$ cat config.mk
export PLATFORM = sky130hd
export DESIGN_NAME = decode_stage
export DESIGN_NICKNAME = d
export VERILOG_FILES = /design/src/common/rv_decode_pkg.sv /design/src/common/reg_use_if.sv /design/src/sync_fifo.sv /design/src/decode/decoder.sv /design/src/decode/busy_table.sv /design/src/decode_stage.sv
export VERILOG_INCLUDE_DIRS = /design/src /design/src/common
export SDC_FILE = /design/constraint.sdc
export NUM_CORES = 1
export LEC_CHECK = 0
export BUFFER_PORTS_ARGS = -buffer_cell sky130_fd_sc_hd__buf_2
export CORE_UTILIZATION = 40
export DETAILED_ROUTE_END_ITERATION = 10
export PLACE_DENSITY = 0.65
export SYNTH_ARGS = -nofsm -noshare
export SYNTH_HDL_FRONTEND = slang
export SYNTH_SLANG_ARGS = --single-unit
export TNS_END_PERCENT = 1
$ cat constraint.sdc
create_clock -name clk -period 8.59 [get_ports clk]
set_input_delay 0 -clock clk [delete_from_list [all_inputs] [get_ports clk]]
set_output_delay 0 -clock clk [all_outputs]
set_load 0.02 [all_outputs]
$ cat src/common/rv_isa.svh
// ========================================
// casez match patterns for the RV32IM subset
// included by the decoder
// ========================================
`ifndef RV_ISA_SVH
`define RV_ISA_SVH

`define rv32_lui    32'b????????????????????_?????_0110111
`define rv32_auipc  32'b????????????????????_?????_0010111
`define rv32_jal    32'b????????????????????_?????_1101111
`define rv32_jalr   32'b????????????_?????_000_?????_1100111

// conditional branches
`define rv32_beq    32'b???????_?????_?????_000_?????_1100011
`define rv32_bne    32'b???????_?????_?????_001_?????_1100011
`define rv32_blt    32'b???????_?????_?????_100_?????_1100011
`define rv32_bge    32'b???????_?????_?????_101_?????_1100011
`define rv32_bltu   32'b???????_?????_?????_110_?????_1100011
`define rv32_bgeu   32'b???????_?????_?????_111_?????_1100011

// loads and stores
`define rv32_lb     32'b????????????_?????_000_?????_0000011
`define rv32_lh     32'b????????????_?????_001_?????_0000011
`define rv32_lw     32'b????????????_?????_010_?????_0000011
`define rv32_lbu    32'b????????????_?????_100_?????_0000011
`define rv32_lhu    32'b????????????_?????_101_?????_0000011
`define rv32_sb     32'b???????_?????_?????_000_?????_0100011
`define rv32_sh     32'b???????_?????_?????_001_?????_0100011
`define rv32_sw     32'b???????_?????_?????_010_?????_0100011

// OP-IMM
`define rv32_addi   32'b????????????_?????_000_?????_0010011
`define rv32_slti   32'b????????????_?????_010_?????_0010011
`define rv32_sltiu  32'b????????????_?????_011_?????_0010011
`define rv32_xori   32'b????????????_?????_100_?????_0010011
`define rv32_ori    32'b????????????_?????_110_?????_0010011
`define rv32_andi   32'b????????????_?????_111_?????_0010011
`define rv32_slli   32'b0000000_?????_?????_001_?????_0010011
`define rv32_srli   32'b0000000_?????_?????_101_?????_0010011
`define rv32_srai   32'b0100000_?????_?????_101_?????_0010011

// OP
`define rv32_add    32'b0000000_?????_?????_000_?????_0110011
`define rv32_sub    32'b0100000_?????_?????_000_?????_0110011
`define rv32_sll    32'b0000000_?????_?????_001_?????_0110011
`define rv32_slt    32'b0000000_?????_?????_010_?????_0110011
`define rv32_sltu   32'b0000000_?????_?????_011_?????_0110011
`define rv32_xor    32'b0000000_?????_?????_100_?????_0110011
`define rv32_srl    32'b0000000_?????_?????_101_?????_0110011
`define rv32_sra    32'b0100000_?????_?????_101_?????_0110011
`define rv32_or     32'b0000000_?????_?????_110_?????_0110011
`define rv32_and    32'b0000000_?????_?????_111_?????_0110011

// M extension, multiplies only
`define rv32_mul    32'b0000001_?????_?????_000_?????_0110011
`define rv32_mulh   32'b0000001_?????_?????_001_?????_0110011
`define rv32_mulhsu 32'b0000001_?????_?????_010_?????_0110011
`define rv32_mulhu  32'b0000001_?????_?????_011_?????_0110011

// system
`define rv32_csrrw  32'b????????????_?????_001_?????_1110011
`define rv32_csrrs  32'b????????????_?????_010_?????_1110011
`define rv32_csrrc  32'b????????????_?????_011_?????_1110011
`define wfi         32'b000100000101_00000_000_00000_1110011

`endif

$ cat src/common/rv_decode_pkg.sv
// ========================================
// shared types for the RV32IM decode stage
// import wherever instruction or packet types are needed
// ========================================
`default_nettype none

package rv_decode_pkg;

    localparam int xlen = 32;

    typedef logic [xlen-1:0] addr_t;
    typedef logic [4:0]      arch_reg_idx_t;

    // instruction format views, all 32 bits wide
    typedef struct packed {
        logic [6:0]    funct7;
        arch_reg_idx_t rs2;
        arch_reg_idx_t rs1;
        logic [2:0]    funct3;
        arch_reg_idx_t rd;
        logic [6:0]    opcode;
    } r_inst_t;

    typedef struct packed {
        logic [11:0]   imm;
        arch_reg_idx_t rs1;
        logic [2:0]    funct3;
        arch_reg_idx_t rd;
        logic [6:0]    opcode;
    } i_inst_t;

    typedef struct packed {
        logic [6:0]    imm_hi;
        arch_reg_idx_t rs2;
        arch_reg_idx_t rs1;
        logic [2:0]    funct3;
        logic [4:0]    imm_lo;
        logic [6:0]    opcode;
    } s_inst_t;

    typedef struct packed {
        logic          imm12;
        logic [5:0]    imm10_5;
        arch_reg_idx_t rs2;
        arch_reg_idx_t rs1;
        logic [2:0]    funct3;
        logic [3:0]    imm4_1;
        logic          imm11;
        logic [6:0]    opcode;
    } b_inst_t;

    typedef struct packed {
        logic [19:0]   imm;
        arch_reg_idx_t rd;
        logic [6:0]    opcode;
    } u_inst_t;

    typedef struct packed {
        logic          imm20;
        logic [9:0]    imm10_1;
        logic          imm11;
        logic [7:0]    imm19_12;
        arch_reg_idx_t rd;
        logic [6:0]    opcode;
    } j_inst_t;

    typedef union packed {
        r_inst_t r;
        i_inst_t i;
        s_inst_t s;
        b_inst_t b;
        u_inst_t u;
        j_inst_t j;
    } inst_t;

    typedef enum logic [1:0] {
        opa_is_rs1,
        opa_is_pc,
        opa_is_zero
    } opa_select_t;

    typedef enum logic [2:0] {
        opb_is_rs2,
        opb_is_i_imm,
        opb_is_s_imm,
        opb_is_b_imm,
        opb_is_u_imm,
        opb_is_j_imm
    } opb_select_t;

    typedef enum logic [3:0] {
        alu_add,
        alu_sub,
        alu_slt,
        alu_sltu,
        alu_and,
        alu_or,
        alu_xor,
        alu_sll,
        alu_srl,
        alu_sra
    } alu_func_t;

    typedef enum logic [1:0] {
        fu_alu,
        fu_mult,
        fu_ldst,
        fu_bu
    } fu_type_t;

    typedef struct packed {
        inst_t inst;
        addr_t pc;
    } fetch_entry_t;

    typedef struct packed {
        inst_t       inst;
        addr_t       pc;
        addr_t       npc;
        logic        valid;
        opa_select_t opa_select;
        opb_select_t opb_select;
        alu_func_t   alu_func;
        logic        has_dest;
        logic        csr_op;
        logic        mult;
        logic        rd_mem;
        logic        wr_mem;
        logic        cond_branch;
        logic        uncond_branch;
        logic        halt;
        logic        illegal;
        fu_type_t    fu_type;
    } decode_packet_t;

endpackage

`default_nettype wire

$ cat src/common/reg_use_if.sv
// ========================================
// register usage of the decoded instruction
// decoder drives it, busy table checks and updates from it
// ========================================
`default_nettype none

interface reg_use_if;
    import rv_decode_pkg::*;

    logic          rs1_used;
    logic          rs2_used;
    arch_reg_idx_t src1;
    arch_reg_idx_t src2;
    arch_reg_idx_t dest;
    logic          has_dest;

    modport producer (output rs1_used, rs2_used, src1, src2, dest, has_dest);
    modport consumer (input rs1_used, rs2_used, src1, src2, dest, has_dest);
endinterface

`default_nettype wire

$ cat src/sync_fifo.sv
// ========================================
// synchronous FIFO, payload type set per instance
// head is visible combinationally while not empty
// ========================================
`default_nettype none

module sync_fifo #(
    parameter int  depth     = 4,
    parameter type payload_t = logic [31:0]
) (
    input  logic     clk,
    input  logic     arst_n,
    input  logic     push,
    input  payload_t push_data,
    input  logic     pop,
    output payload_t head,
    output logic     empty,
    output logic     full
);
    localparam int ptr_w = (depth > 1) ? $clog2(depth) : 1;
    localparam int cnt_w = $clog2(depth + 1);

    payload_t         mem [depth];
    logic [ptr_w-1:0] rd_ptr;
    logic [ptr_w-1:0] wr_ptr;
    logic [cnt_w-1:0] count;
    logic             do_push;
    logic             do_pop;

    assign empty   = (count == '0);
    assign full    = (count == cnt_w'(depth));
    assign do_pop  = pop && !empty;
    // a pop in the same cycle frees the slot
    assign do_push = push && (!full || do_pop);
    assign head    = mem[rd_ptr];

    always_ff @(posedge clk) begin
        if (do_push) begin
            mem[wr_ptr] <= push_data;
        end
    end

    always_ff @(posedge clk or negedge arst_n) begin
        if (!arst_n) begin
            rd_ptr <= '0;
            wr_ptr <= '0;
            count  <= '0;
        end else begin
            if (do_push) begin
                wr_ptr <= (wr_ptr == ptr_w'(depth - 1)) ? '0 : wr_ptr + 1'b1;
            end
            if (do_pop) begin
                rd_ptr <= (rd_ptr == ptr_w'(depth - 1)) ? '0 : rd_ptr + 1'b1;
            end
            if (do_push && !do_pop) begin
                count <= count + 1'b1;
            end else if (do_pop && !do_push) begin
                count <= count - 1'b1;
            end
        end
    end

endmodule

`default_nettype wire

$ cat src/decode/decoder.sv
// ========================================
// combinational RV32IM decoder
// builds the decode packet and register usage from one fetch entry
// ========================================
`default_nettype none
`include "rv_isa.svh"

module decoder (
    input  rv_decode_pkg::inst_t          inst,
    // low means no instruction, the packet then looks like a NOP
    input  logic                          valid,
    input  rv_decode_pkg::addr_t          pc,
    output rv_decode_pkg::decode_packet_t decoder_out,
    reg_use_if.producer                   reg_use
);
    import rv_decode_pkg::*;

    // ALU function shared by OP and OP-IMM, alt is inst bit 30
    function automatic alu_func_t alu_of(input logic [2:0] funct3, input logic alt,
                                         input logic imm);
        case (funct3)
            3'b000:  alu_of = (alt && !imm) ? alu_sub : alu_add;
            3'b001:  alu_of = alu_sll;
            3'b010:  alu_of = alu_slt;
            3'b011:  alu_of = alu_sltu;
            3'b100:  alu_of = alu_xor;
            3'b101:  alu_of = alt ? alu_sra : alu_srl;
            3'b110:  alu_of = alu_or;
            default: alu_of = alu_and;
        endcase
    endfunction

    always_comb begin
        decoder_out.inst          = inst;
        decoder_out.pc            = pc;
        decoder_out.npc           = pc + 32'd4;
        decoder_out.valid         = valid;
        // NOP defaults
        decoder_out.opa_select    = opa_is_rs1;
        decoder_out.opb_select    = opb_is_rs2;
        decoder_out.alu_func      = alu_add;
        decoder_out.has_dest      = 1'b0;
        decoder_out.csr_op        = 1'b0;
        decoder_out.mult          = 1'b0;
        decoder_out.rd_mem        = 1'b0;
        decoder_out.wr_mem        = 1'b0;
        decoder_out.cond_branch   = 1'b0;
        decoder_out.uncond_branch = 1'b0;
        decoder_out.halt          = 1'b0;
        decoder_out.illegal       = 1'b0;

        if (valid) begin
            casez (inst)
                `rv32_lui: begin
                    decoder_out.has_dest   = 1'b1;
                    decoder_out.opa_select = opa_is_zero;
                    decoder_out.opb_select = opb_is_u_imm;
                end
                `rv32_auipc: begin
                    decoder_out.has_dest   = 1'b1;
                    decoder_out.opa_select = opa_is_pc;
                    decoder_out.opb_select = opb_is_u_imm;
                end
                `rv32_jal: begin
                    decoder_out.has_dest      = 1'b1;
                    decoder_out.opa_select    = opa_is_pc;
                    decoder_out.opb_select    = opb_is_j_imm;
                    decoder_out.uncond_branch = 1'b1;
                end
                `rv32_jalr: begin
                    decoder_out.has_dest      = 1'b1;
                    decoder_out.opb_select    = opb_is_i_imm;
                    decoder_out.uncond_branch = 1'b1;
                end
                `rv32_beq, `rv32_bne, `rv32_blt, `rv32_bge, `rv32_bltu, `rv32_bgeu: begin
                    // compare type is taken from funct3 downstream
                    decoder_out.opa_select  = opa_is_pc;
                    decoder_out.opb_select  = opb_is_b_imm;
                    decoder_out.cond_branch = 1'b1;
                end
                `rv32_lb, `rv32_lh, `rv32_lw, `rv32_lbu, `rv32_lhu: begin
                    decoder_out.has_dest   = 1'b1;
                    decoder_out.opb_select = opb_is_i_imm;
                    decoder_out.rd_mem     = 1'b1;
                end
                `rv32_sb, `rv32_sh, `rv32_sw: begin
                    decoder_out.opb_select = opb_is_s_imm;
                    decoder_out.wr_mem     = 1'b1;
                end
                `rv32_addi, `rv32_slti, `rv32_sltiu, `rv32_xori, `rv32_ori, `rv32_andi,
                `rv32_slli, `rv32_srli, `rv32_srai: begin
                    decoder_out.has_dest   = 1'b1;
                    decoder_out.opb_select = opb_is_i_imm;
                    decoder_out.alu_func   = alu_of(inst.r.funct3, inst.r.funct7[5], 1'b1);
                end
                `rv32_add, `rv32_sub, `rv32_sll, `rv32_slt, `rv32_sltu,
                `rv32_xor, `rv32_srl, `rv32_sra, `rv32_or, `rv32_and: begin
                    decoder_out.has_dest = 1'b1;
                    decoder_out.alu_func = alu_of(inst.r.funct3, inst.r.funct7[5], 1'b0);
                end
                `rv32_mul, `rv32_mulh, `rv32_mulhsu, `rv32_mulhu: begin
                    // multiply variant is funct3
                    decoder_out.has_dest = 1'b1;
                    decoder_out.mult     = 1'b1;
                end
                `rv32_csrrw, `rv32_csrrs, `rv32_csrrc: begin
                    decoder_out.csr_op = 1'b1;
                end
                `wfi: begin
                    decoder_out.halt = 1'b1;
                end
                default: begin
                    decoder_out.illegal = 1'b1;
                end
            endcase
        end

        decoder_out.fu_type = (decoder_out.cond_branch || decoder_out.uncond_branch) ? fu_bu :
                              (decoder_out.rd_mem || decoder_out.wr_mem)             ? fu_ldst :
                              decoder_out.mult                                       ? fu_mult :
                                                                                       fu_alu;
    end

    // stores read rs2 as data even though opb is the immediate
    assign reg_use.rs1_used = decoder_out.cond_branch || (decoder_out.opa_select == opa_is_rs1);
    assign reg_use.rs2_used = decoder_out.cond_branch || decoder_out.wr_mem ||
                              (decoder_out.opb_select == opb_is_rs2);
    assign reg_use.src1     = inst.r.rs1;
    assign reg_use.src2     = inst.r.rs2;
    assign reg_use.dest     = inst.r.rd;
    assign reg_use.has_dest = decoder_out.has_dest;

endmodule

`default_nettype wire

$ cat src/decode/busy_table.sv
// ========================================
// busy bits for registers with a pending result
// flags a hazard when a used source is still busy
// ========================================
`default_nettype none

module busy_table (
    input  logic                         clk,
    input  logic                         arst_n,
    reg_use_if.consumer                  reg_use,
    input  logic                         fire,
    input  logic                         cmpl_valid,
    input  rv_decode_pkg::arch_reg_idx_t cmpl_reg,
    output logic                         hazard
);
    import rv_decode_pkg::*;

    logic [31:0] busy;
    logic        src1_busy;
    logic        src2_busy;

    always_ff @(posedge clk or negedge arst_n) begin
        if (!arst_n) begin
            busy <= '0;
        end else begin
            if (cmpl_valid) begin
                busy[cmpl_reg] <= 1'b0;
            end
            // set comes last so it wins over a clear of the same register
            if (fire && reg_use.has_dest && (reg_use.dest != '0)) begin
                busy[reg_use.dest] <= 1'b1;
            end
        end
    end

    // a source of x0 never raises a hazard
    assign src1_busy = reg_use.rs1_used && (reg_use.src1 != '0) && busy[reg_use.src1];
    assign src2_busy = reg_use.rs2_used && (reg_use.src2 != '0) && busy[reg_use.src2];
    assign hazard    = src1_busy || src2_busy;

endmodule

`default_nettype wire

$ cat src/decode_stage.sv
// ========================================
// decode stage top: fetch queue, decoder, busy table, dispatch queue
// fires one instruction per cycle when no hazard or stall holds it
// ========================================
`default_nettype none

module decode_stage #(
    parameter int fetch_depth    = 4,
    parameter int dispatch_depth = 4
) (
    input  logic                          clk,
    input  logic                          arst_n,
    // fetch side
    input  logic                          inst_push,
    input  rv_decode_pkg::inst_t          push_inst,
    input  rv_decode_pkg::addr_t          push_pc,
    output logic                          fetch_full,
    // dispatch side
    input  logic                          dispatch_pop,
    output logic                          dispatch_valid,
    output rv_decode_pkg::decode_packet_t dispatch_pkt,
    // writeback completion
    input  logic                          cmpl_valid,
    input  rv_decode_pkg::arch_reg_idx_t  cmpl_reg,
    output logic                          halted
);
    import rv_decode_pkg::*;

    fetch_entry_t   fetch_in;
    fetch_entry_t   fetch_head;
    logic           fetch_empty;
    decode_packet_t dec_pkt;
    logic           dispatch_empty;
    logic           dispatch_full;
    logic           hazard;
    logic           fire;

    reg_use_if reg_use ();

    assign fetch_in = '{inst: push_inst, pc: push_pc};

    sync_fifo #(.depth(fetch_depth), .payload_t(fetch_entry_t)) fetch_q (
        .clk       (clk),
        .arst_n    (arst_n),
        .push      (inst_push),
        .push_data (fetch_in),
        .pop       (fire),
        .head      (fetch_head),
        .empty     (fetch_empty),
        .full      (fetch_full)
    );

    decoder u_decoder (
        .inst        (fetch_head.inst),
        .valid       (!fetch_empty),
        .pc          (fetch_head.pc),
        .decoder_out (dec_pkt),
        .reg_use     (reg_use.producer)
    );

    busy_table busy_tbl (
        .clk        (clk),
        .arst_n     (arst_n),
        .reg_use    (reg_use.consumer),
        .fire       (fire),
        .cmpl_valid (cmpl_valid),
        .cmpl_reg   (cmpl_reg),
        .hazard     (hazard)
    );

    sync_fifo #(.depth(dispatch_depth), .payload_t(decode_packet_t)) dispatch_q (
        .clk       (clk),
        .arst_n    (arst_n),
        .push      (fire),
        .push_data (dec_pkt),
        .pop       (dispatch_pop),
        .head      (dispatch_pkt),
        .empty     (dispatch_empty),
        .full      (dispatch_full)
    );

    // head moves only with room downstream and its sources ready
    assign fire           = !fetch_empty && !dispatch_full && !halted && !hazard;
    assign dispatch_valid = !dispatch_empty;

    // WFI stops the stage until reset
    always_ff @(posedge clk or negedge arst_n) begin
        if (!arst_n) begin
            halted <= 1'b0;
        end else if (fire && dec_pkt.halt) begin
            halted <= 1'b1;
        end
    end

endmodule

`default_nettype wire

==> metrics.md, run 1 <==
| Metric | Value |
|---|---|
| Post-layout minimum cycle time | ~6.0 ns |
| CTS tree | done |
| Syn_area_per_cell | 21.2 µm² |
| Max incr delay on CP | 0.94 ns |
| Max IR drop VDD | ~190 µV |
| Net count after synthesis | 1501 |
| Synth Area in Compound Gates | 0.0217 |
| Worst slew pin tran | ~1.3 ns |
| GRT overflow | 0 |
| Met2 wire length | about 32000 µm |
| Vias in the first global route | 15.0k |
| Antenna violations before repair | 15 |
| Crit path kind | reg2reg |
| Worst setup SP type | register |
| Die W | 276 µm |
| Post-Synth Simple-Gate Area | 0.0364 |
| Fraction of layout cells with a size suffix above 1 | 0.304 |
| PortBufs | 193 |
| Fin nets | between 1.5k and 2k |
| Fin crit share | 0.703 |
| DP Area | 32000 µm² |
| Io pins | 194 |
| Synth Register Bits | 763 |
| CP Max Fanout | 40 |
| Post_cts resized | 0 |
| Clk pin slew, worst setup/hold paths | 0.06 ns |
| Final setup violation count | 0 |
| Core Rows | 99 |
| Initial Utilization | 0.408 |
| Reg power frac | 0.423 |
| Synth warnings | 0 |
| Switch Pwr | 4680 µW |
| Final GP Congestion | between 0.8 and 0.9 |
| Die H | 276 µm |
| Metal1 wirelength | 27600 µm |
| CP Cell Sequence | buf_4 > mux4_2 > nor4_1 > a211o_1 > nor4_1 > nor2_2 > nand2_2 > a21oi_4 > buf_4 |
| Worst path slowest cell | dfrtp_4 |
| Crit path arrival time | 6.28 ns |
| Initial DRT Pass Iterations | 5 |
| H-tree level count | 3 |
| Mapped Area | 29900 µm² |
| Worst setup EP type | register |
| Reg area | 22700 µm² |
| Max transition margin | 0.117 |
| Worst Skew | 0.0276 ns |
| Synth Area in Adders | 0.00677 |
| Routed met3 length | between 4000 and 5000 µm |
| Post-synthesis sequential area ratio | 0.757 |
| Mapped Cells | 1412 |
| Clock network fraction of total power | 0.242 |
| Outcome | finished, final reports clean |
| Max Clock Freq | ~170 MHz |
| Hold Crit Class | in2async |
| # fillers | 5982 |
| Final wirelength | approximately 65000 µm |
| Area Overhead vs Synth | 18.0% |
| Largest net degree at the start of global routing | 61 |
| Number of synthesized flops with an enable pin | ~700 |
| Vias per inst | between 5 and 6 |
| Post-synthesis mux area share | 0.154 |
| Setup TNS | 0 ns |
| Max Cap Viol | 0 |
| Main combinational cell family by area after synthesis | multiplexers |
| Total GRT Usage | 0.174 |
| Comb pwr share | 0.335 |
| CORE AREA | 73500 µm² |
| Pleak | 0.0117 µW |
| Max Buffers Root-to-Sink | 3 |
| Post-DR wirelength/cell | 23.9 µm |
| Clk sinks | 763 |
| Top FF cell, synth | edfxtp_1 |
| DR iter-0 viols | between 1k and 1.5k |
| Multi-input logic area | between 6000 and 7000 µm² |
| DP HPWL | 42000 µm |
| Total power per unit cell area | 392 nW/µm² |
| Unrepaired setup endpoints after global routing | false |
| Via count | 14.8k |
| Antenna Nets Post-Route | 0 |
| Pint | 9170 µW |
| CTS buffer count | 76 |
| Netlist cell types | 65 |
| Post-synth ARST share | 0.0616 |
| Die ar. | 75900 µm² |
| Net Sw Frac | 0.338 |
| Required @ worst endpoint | 8.83 ns |
| Util after Layout | 0.481 |
| Clock latency on the worst-skew pair | just over 0.6 ns |
| DRC | 0 |
| Final Hold Fails | 0 |
| DR top layer | met5 |
| Post-synthesis xor/xnor area fraction | 0.0105 |
| CTS Root Cell | clkbuf_16 |
| Cell area after layout | 35300 µm² |
| Global-route wire length before repair | a little under 100000 µm |
| Final Slew Violations | 0 |
cell usage after synthesis (3+ instances only):
master	n	share of area
edfxtp_1	716	0.72
mux4_2	177	0.13
dfrtp_1	47	0.039
nand2_1	43	0.0054
mux2i_1	37	0.012
o21ai_0	37	0.0062
nor2_1	32	0.0040
o31ai_1	31	0.0078
clkbuf_1	24	0.0030
xnor2_1	21	0.0061
xor2_1	15	0.0044
and3_1	14	0.0029
buf_1	14	0.0018
ha_1	13	0.0054
inv_1	13	0.0016
nand2b_1	12	0.0025
nor3_1	12	0.0020
and2_1	11	0.0023
buf_2	11	0.0018
nand3_1	11	0.0018
buf_6	10	0.0038
nor2b_1	10	0.0021
a21oi_1	8	0.0013
nand3b_1	7	0.0018
nand4_1	7	0.0015
mux2_2	6	0.0023
o22ai_1	6	0.0013
mux2_1	5	0.0019
or3_1	5	0.0010
buf_4	4	0.0010
mux4_1	4	0.0035
nor4_1	4	0.00084
or3b_2	4	0.0012
o211ai_1	3	0.00075
power groups by stage:
stage	logic [µW]	clock network [µW]	registers, µW
5_1_grt	5000	3540	5960
3_3_place_gp	4610	0	5910
6_report	4640	3360	5860
3_5_place_dp	4700	0	5960
2_1_floorplan	3390	0	5750
4_1_cts	4750	3410	5890
sequential cells by signal (all words and copies together), names as in the netlist:
| signal | count |
|---|---|
| fetch_q.count | 3 |
| busy_tbl.busy | 32 |
| halted | 1 |
| dispatch_q.mem | 460 |
| fetch_q.rd_ptr | 2 |
| dispatch_q.wr_ptr | 2 |
| dispatch_q.rd_ptr | 2 |
| fetch_q.mem | 256 |
| fetch_q.wr_ptr | 2 |
| dispatch_q.count | 3 |
cell type report:
cell class                 count  share of cell area
sequential                   763               0.642
multi-input combinational    573               0.197
clock buffer                  95              0.0586
timing repair buffer         290              0.0535
tap                          959              0.0340
clock inverter                43              0.0133
inverter                      13             0.00138
antenna                        2            0.000142
worst max-delay path: cells and delay by family (launching register included):
family	cells	cell delay (ns)
buffers and inverters	2	1.30
flip-flops	1	0.94
AND/OR/NAND/NOR	4	1.41
multiplexers	1	0.83
AO/OA/AOI/OAI	2	1.11
per-stage QoR:
stage          setup slack (ns)  hold slack, ns  total power (µW)  std cells
4_1_cts                    2.36          0.0571             14000       2736
3_5_place_dp               2.40           0.175             10700       2520
5_1_grt                    2.06           0.116             14500       2736
6_report                   2.56          0.0464             13900       2738
3_3_place_gp               2.51           0.158             10500       2520
2_1_floorplan              2.17          -0.296              9140       1412
metal layers:
metal / vias to the layer above / track usage
li1: 6461 / -
met1: 7756 / 0.241
met2: 442 / 0.282
met3: 115 / 0.0326
met4: 20 / 0.0490
met5: - / 0
logic make-up (layout without fill, tap and decap cells):
logic type / after synthesis / count (layout)
buffers and inverters: 76 / 441
adder cells (fa/ha/maj): 15 / 15
AND/OR/NAND/NOR: 192 / 192
multiplexers: 231 / 231
AO/OA/AOI/OAI: 99 / 99
XOR/XNOR: 36 / 36
flip-flops: 763 / 763
other: 0 / 2
cell usage in the layout (no fill, tap or decap), types with 14 or more instances in the layout:
cell and count:
edfxtp_1 716, buf_2 193, mux4_2 177, clkbuf_16 80, dlygate4sd3_1 78, nand2_1 43
dfrtp_1 43, o21ai_0 37, mux2i_1 37, nor2_1 32, o31ai_1 31, xnor2_1 21
buf_4 19, xor2_1 15, clkbuf_1 14
what timing repair did:
action / CTS / global route
buffers inserted: 0 / 0
endpoints found under the hold margin: 339 / 0
hold buffers: 78 / 0
worst paths after layout:
path | slack (ns) | endpoint | start | cells past startpoint
setup / recovery | 2.56 | fetch_q.mem[2][60] | fetch_q.rd_ptr[0] | 9
hold / removal | 0.05 | busy_tbl.busy[25] | arst_n | 3
setup reg to reg | 2.56 | fetch_q.mem[2][60] | fetch_q.rd_ptr[0] | 9
hold reg to reg | 0.49 | dispatch_q.count[2] | dispatch_q.count[2] | 1
max in group asynchronous | 8.02 | dispatch_q.rd_ptr[1] | arst_n | 3
min in group clk | 0.14 | fetch_q.mem[1][53] | push_inst[21] | 2
(Power assumes the default switching activity.)
==> inputs of run 2 (changes only) <==
--- a/config.mk
+++ b/config.mk
@@ -9,7 +9,7 @@
 export BUFFER_PORTS_ARGS = -buffer_cell sky130_fd_sc_hd__buf_2
 export CORE_UTILIZATION = 40
 export DETAILED_ROUTE_END_ITERATION = 10
-export PLACE_DENSITY = 0.65
+export PLACE_DENSITY = 0.67
 export SYNTH_ARGS = -nofsm -noshare
 export SYNTH_HDL_FRONTEND = slang
 export SYNTH_SLANG_ARGS = --single-unit
==> constraint.sdc (replaced) <==
create_clock -name clk -period 5.4 [get_ports clk]
set_input_delay 0 -clock clk [delete_from_list [all_inputs] [get_ports clk]]
set_output_delay 0 -clock clk [all_outputs]
set_load 0.02 [all_outputs]
==> metrics.md, run 2 (synthesis results as in run 1) <==
| Metric | Value |
|---|---|
| CP Max Fanout | 26 |
| Clk pin slew, worst setup/hold paths | 0.06 ns |
| Crit path kind | reg2reg |
| Via count | about 15k |
| Largest net degree at the start of global routing | 82 |
| Largest registers | dispatch_q.mem x460, fetch_q.mem x256, busy_tbl.busy x32 |
| Initial Utilization | 0.408 |
| Vias in the first global route | 15.3k |
| Flip-flop count of the largest register after layout | 460 |
| Largest Register | dispatch_q.mem |
| H-tree level count | 3 |
| Vias per inst | 5.40 |
| R2r endpoint | fetch_q.count[2] |
| Post-DR wirelength/cell | roughly 23 µm |
| Worst setup EP type | register |
| Levels on crit path | 14 |
| Reg2Reg Depth | 14 |
| Final GP Congestion | 0.824 |
| Io pins | 194 |
| Crit path arrival time | 5.31 ns |
| DR iter-0 viols | around 1.4k |
| Final wirelength | 64500 µm |
| Worst slew pin tran | 1.14 ns |
| Area Overhead vs Synth | 18.7% |
| Required @ worst endpoint | 5.95 ns |
| Final Hold Fails | 0 |
| Clk sinks | 763 |
| CTS Root Cell | clkbuf_16 |
| DP HPWL | 41900 µm |
| # fillers | 5897 |
| Final Slew Violations | 0 |
| Post-layout minimum cycle time | 4.76 ns |
| Util after Layout | 0.484 |
| Pleak | 0.0118 µW |
| WHS | 0.151 ns |
| DRC | 0 |
| Max incr delay on CP | 0.78 ns |
| Max IR drop VDD | 325 µV |
| CTS tree | done |
| Cell family with most CP delay | simple AND/OR/NAND/NOR gates |
| Global-route wire length before repair | around 96000 µm |
| Post_cts resized | 0 |
| Clock latency on the worst-skew pair | 0.62 ns |
| Fin crit share | 0.881 |
| FF-to-FF Start | fetch_q.rd_ptr[0] |
| CP most frequent cell | xor2_1 |
| Antenna violations before repair | 9 |
| Core Rows | 99 |
| Die H | between 200 and 300 µm |
| Initial DRT Pass Iterations | 5 |
| Max Cap Viol | 0 |
| Most common cell after layout, fill and taps aside | edfxtp_1 |
| Die ar. | 75900 µm² |
| Fin nets | 1818 |
| Die W | 276 µm |
| Fraction of layout cells with a size suffix above 1 | 0.307 |
| GRT overflow | 0 |
| Hold Crit Class | in2async |
| Worst path bufs/invs | 1 |
| Final setup violation count | 0 |
| Antenna Nets Post-Route | 0 |
| Max transition margin | 0.238 |
| CTS buffer count | 76 |
| Max Buffers Root-to-Sink | 3 |
| Total GRT Usage | 0.171 |
| Most frequent cells in the layout | 716 x edfxtp_1, 193 x buf_2, 177 x mux4_2 |
| PortBufs | 193 |
| Worst R2R Setup Slack | 0.64 ns |
| Total power per unit cell area | slightly above 600 nW/µm² |
| Max Clock Freq | 210 MHz |
| Worst Skew | around 0.024 ns |
| Worst setup SP type | register |
| Worst path slowest cell | dfrtp_4 |
| CP Cell Sequence | mux4_2 > nor4_4 > a31oi_1 > nor4b_4 > nor4_2 > o311ai_4 > nand2_2 > a21boi_0 > ha_1 > inv_1 > fa_1 > xor2_1 > nor2_1 > xor2_1 |
| Unrepaired setup endpoints after global routing | false |
| CORE AREA | 73500 µm² |
| Setup TNS | 0 ns |
| Outcome | finished, final reports clean |
==> run 2: cell count changes in the layout (fill, tap and decap cells not counted), sizes merged <==
cell         delta
diode           +3
dlygate4sd3     -3
clkinv          +1
clkbuf          -2
buf            +15
clkinvlp        -4
bufinv          +1
inv             +4
==> run 2: final cells by class <==
class	instances	area [µm²]	area share
Antenna cell	5	12.5	0.000352
Clock buffer	93	2050	0.0577
Clock inverter	45	493	0.0139
Inverter	13	48.8	0.00137
Multi-Input combinational cell	573	6950	0.195
Sequential cell	763	22700	0.639
Tap cell	959	1200	0.0338
Timing Repair Buffer	302	2100	0.0590
==> run 2: what timing repair did <==
item                      CTS  global route
hold endpoints to repair  352             0
hold buffers               75             0
buffers inserted            0             0
==> run 2: worst max-delay path by stage <==
stage               slack [ns]               from           endpoint
finish                    0.64  fetch_q.rd_ptr[0]   fetch_q.count[2]
global route              0.31  fetch_q.rd_ptr[0]   fetch_q.count[1]
CTS                       0.61  fetch_q.rd_ptr[0]   fetch_q.count[1]
detailed placement        0.62  fetch_q.rd_ptr[0]   fetch_q.count[1]
global placement          0.66  fetch_q.rd_ptr[0]   fetch_q.count[1]
floorplan                -1.02  fetch_q.rd_ptr[0]  fetch_q.mem[0][0]
==> run 2: per-layer routing <==
layer / track usage / vias to the layer above / wire length [µm]
li1: - / 6491 / -
met1: 0.233 / 7805 / 27100
met3: 0.0313 / 85 / 3850
met2: 0.282 / 469 / 32400
met4: 0.0490 / 6 / 1100
met5: 0 / - / 37
==> run 2: power by group <==
part           switching [µW]  total [µW]  internal [µW]  leakage (µW)
sequential                620        9270           8650       0.00702
combinational            4640        7530           2890       0.00352
clock                    2160        5340           3190       0.00124
total                    7420       22100          14700        0.0118
==> run 2: per-stage QoR <==
step           setup WS [ns]  cells  cell area, µm²  power, µW
5_1_grt                0.311   2752           35500      23200
3_3_place_gp           0.664   2535           32200      16800
3_5_place_dp           0.617   2535           32200      17100
6_report               0.645   2753           35500      22100
2_1_floorplan          -1.02   1412           29900      14500
4_1_cts                0.609   2748           35500      22400
==> inputs of run 3 (changes only) <==
--- a/config.mk
+++ b/config.mk
@@ -10,6 +10,7 @@
 export CORE_UTILIZATION = 40
 export DETAILED_ROUTE_END_ITERATION = 10
 export PLACE_DENSITY = 0.67
+export REMOVE_ABC_BUFFERS = 1
 export SYNTH_ARGS = -nofsm -noshare
 export SYNTH_HDL_FRONTEND = slang
 export SYNTH_SLANG_ARGS = --single-unit
==> metrics.md, run 3 (synthesis results as in run 1) <==
| Metric | Value |
|---|---|
| GRT met3 Usage | 0.0333 |
| CP Cell Sequence | buf_4 > mux4_2 > nor4_1 > a211o_1 > nor4_1 > nor2_2 > nand2_2 > buf_4 > a21oi_4 > buf_4 |
| DP HPWL | ~42000 µm |
| Fraction of layout cells with a size suffix above 1 | 0.310 |
| Antenna Nets Post-Route | 0 |
| CORE AREA | 73500 µm² |
| Worst path slowest cell | dfrtp_4 |
| Grt peak-use layer | met2 |
| R2r endpoint | fetch_q.mem[3][31] |
| Vias per inst | 5.39 |
| Most common cell after layout, fill and taps aside | edfxtp_1 |
| Required @ worst endpoint | 5.68 ns |
| DP Area | 32300 µm² |
| Worst path bufs/invs | 3 |
| Die H | 276 µm |
| Flip-flop count of the largest register after layout | between 400 and 500 |
| Clk sinks | 763 |
| Final wirelength | 64800 µm |
| GR Util met2 | 0.289 |
| Largest registers | dispatch_q.mem x460, fetch_q.mem x256, busy_tbl.busy x32 |
| Max Buffers Root-to-Sink | 3 |
| Outcome | finished, final reports clean |
| Max incr delay on CP | 0.79 ns |
| Total Power | approximately 22000 µW |
| Die W | 276 µm |
| Die ar. | 75900 µm² |
| Largest net degree at the start of global routing | 65 |
| H-tree level count | 3 |
| Hold Crit Class | in2async |
| CP Max Fanout | 27 |
| Worst setup SP type | register |
| Clock latency on the worst-skew pair | 0.62 ns |
| Worst Skew | 0.0265 ns |
| FF-to-FF Start | fetch_q.rd_ptr[0] |
| Final setup violation count | 0 |
| Crit path arrival time | 5.12 ns |
| Max IR drop VDD | 346 µV |
| Post-CTS Setup Inserts | 0 |
| Final GP Congestion | 0.810 |
| DRC | 0 |
| Fin nets | 1818 |
| Area Overhead vs Synth | 18.3% |
| Core Rows | 99 |
| Io pins | 194 |
| Worst R2R Setup Slack | 0.56 ns |
| Max Clock Freq | 206 MHz |
| Worst slew pin tran | 1.07 ns |
| Final Hold Fails | 0 |
| Crit path kind | reg2reg |
| Via count | 14.8k |
| Total GRT Usage | 0.174 |
| Cell area after layout | 35400 µm² |
| Unrepaired setup endpoints after global routing | false |
| Max transition margin | 0.283 |
| Clk pin slew, worst setup/hold paths | 0.06 ns |
| Post-layout minimum cycle time | 4.84 ns |
| Largest Register | dispatch_q.mem |
| Antenna violations before repair | 5 |
| Hold buffer count at cts | 76 |
| DR iter-0 viols | 1254 |
| Fin crit share | 0.897 |
| CTS buffer count | between 70 and 80 |
| Reg2Reg Depth | 10 |
| CTS tree | done |
| GRT overflow | 0 |
| Final Slew Violations | 0 |
| Max Cap Viol | 0 |
| CTS Root Cell | clkbuf_16 |
| Initial DRT Pass Iterations | 6 |
| CP most frequent cell | buf_4 |
| Worst setup EP type | register |
| WHS | 0.142 ns |
| Total power per unit cell area | between 600 and 700 nW/µm² |
| Post-DR wirelength/cell | 23.5 µm |
| Pleak | 0.0117 µW |
| Global-route wire length before repair | 97300 µm |
| Most frequent cells in the layout | 716 x edfxtp_1, 193 x buf_2, 177 x mux4_2 |
| PortBufs | 193 |
| Initial Utilization | 0.408 |
| Cell family with most CP delay | simple AND/OR/NAND/NOR gates |
| Met1 Use GR | 0.233 |
| Vias in the first global route | 15.5k |
| Post_cts resized | 0 |
[run 3: changes by cell type in the layout (fill, tap and decap cells not counted), moves of 2 or more]
cell,before,now
clkinv_2,7,17
buf_4,24,19
clkinv_1,20,14
clkbuf_8,2,7
clkinv_8,0,2
buf_12,10,14
bufinv_16,10,1
[run 3: stage by stage]
step                 util  TNS (ns)  setup WS (ns)  cells
floorplan               -  -2002.02          -3.21   1349
global placement    0.439         0          0.711   2534
detailed placement  0.439         0          0.657   2534
CTS                 0.482         0          0.630   2748
global route        0.482         0          0.345   2749
finish              0.482         0          0.557   2752
[run 3: how the worst max path moves through the flow]
stage,startpoint,end,slack (ns),cells past startpoint
after detailed placement,fetch_q.rd_ptr[0],fetch_q.count[1],0.66,14
after floorplan,fetch_q.rd_ptr[0],fetch_q.mem[0][0],-3.21,8
final,fetch_q.rd_ptr[0],fetch_q.mem[3][31],0.56,10
after CTS,fetch_q.rd_ptr[0],fetch_q.count[1],0.63,14
after global placement,fetch_q.rd_ptr[0],fetch_q.count[1],0.71,14
after global routing,fetch_q.rd_ptr[0],fetch_q.mem[3][31],0.34,10
[run 3: report_power, final]
| part | leakage [µW] | total [µW] | switching (µW) | internal, µW |
|---|---|---|---|---|
| combinational | 0.00354 | 7540 | 4620 | 2920 |
| sequential | 0.00702 | 9310 | 660 | 8650 |
| clock | 0.00117 | 4930 | 2110 | 2820 |
[run 3: metal layers]
layer,share of wire,vias up,wire length (µm)
li1,-,6480,-
met1,0.41,7819,26900
met2,0.51,425,33100
met3,0.055,90,3550
met4,0.019,6,1240
met5,0.00066,-,43
[run 3: final cells by class]
cell class	count	area, µm²
fillers	5934	38000
flip-flops and latches	763	22700
multi-input cells	573	6950
repair buffers	302	2150
clock buffers	99	2120
well taps	959	1200
clock inverters	39	243
inverters	13	48.8
diodes	4	10.0
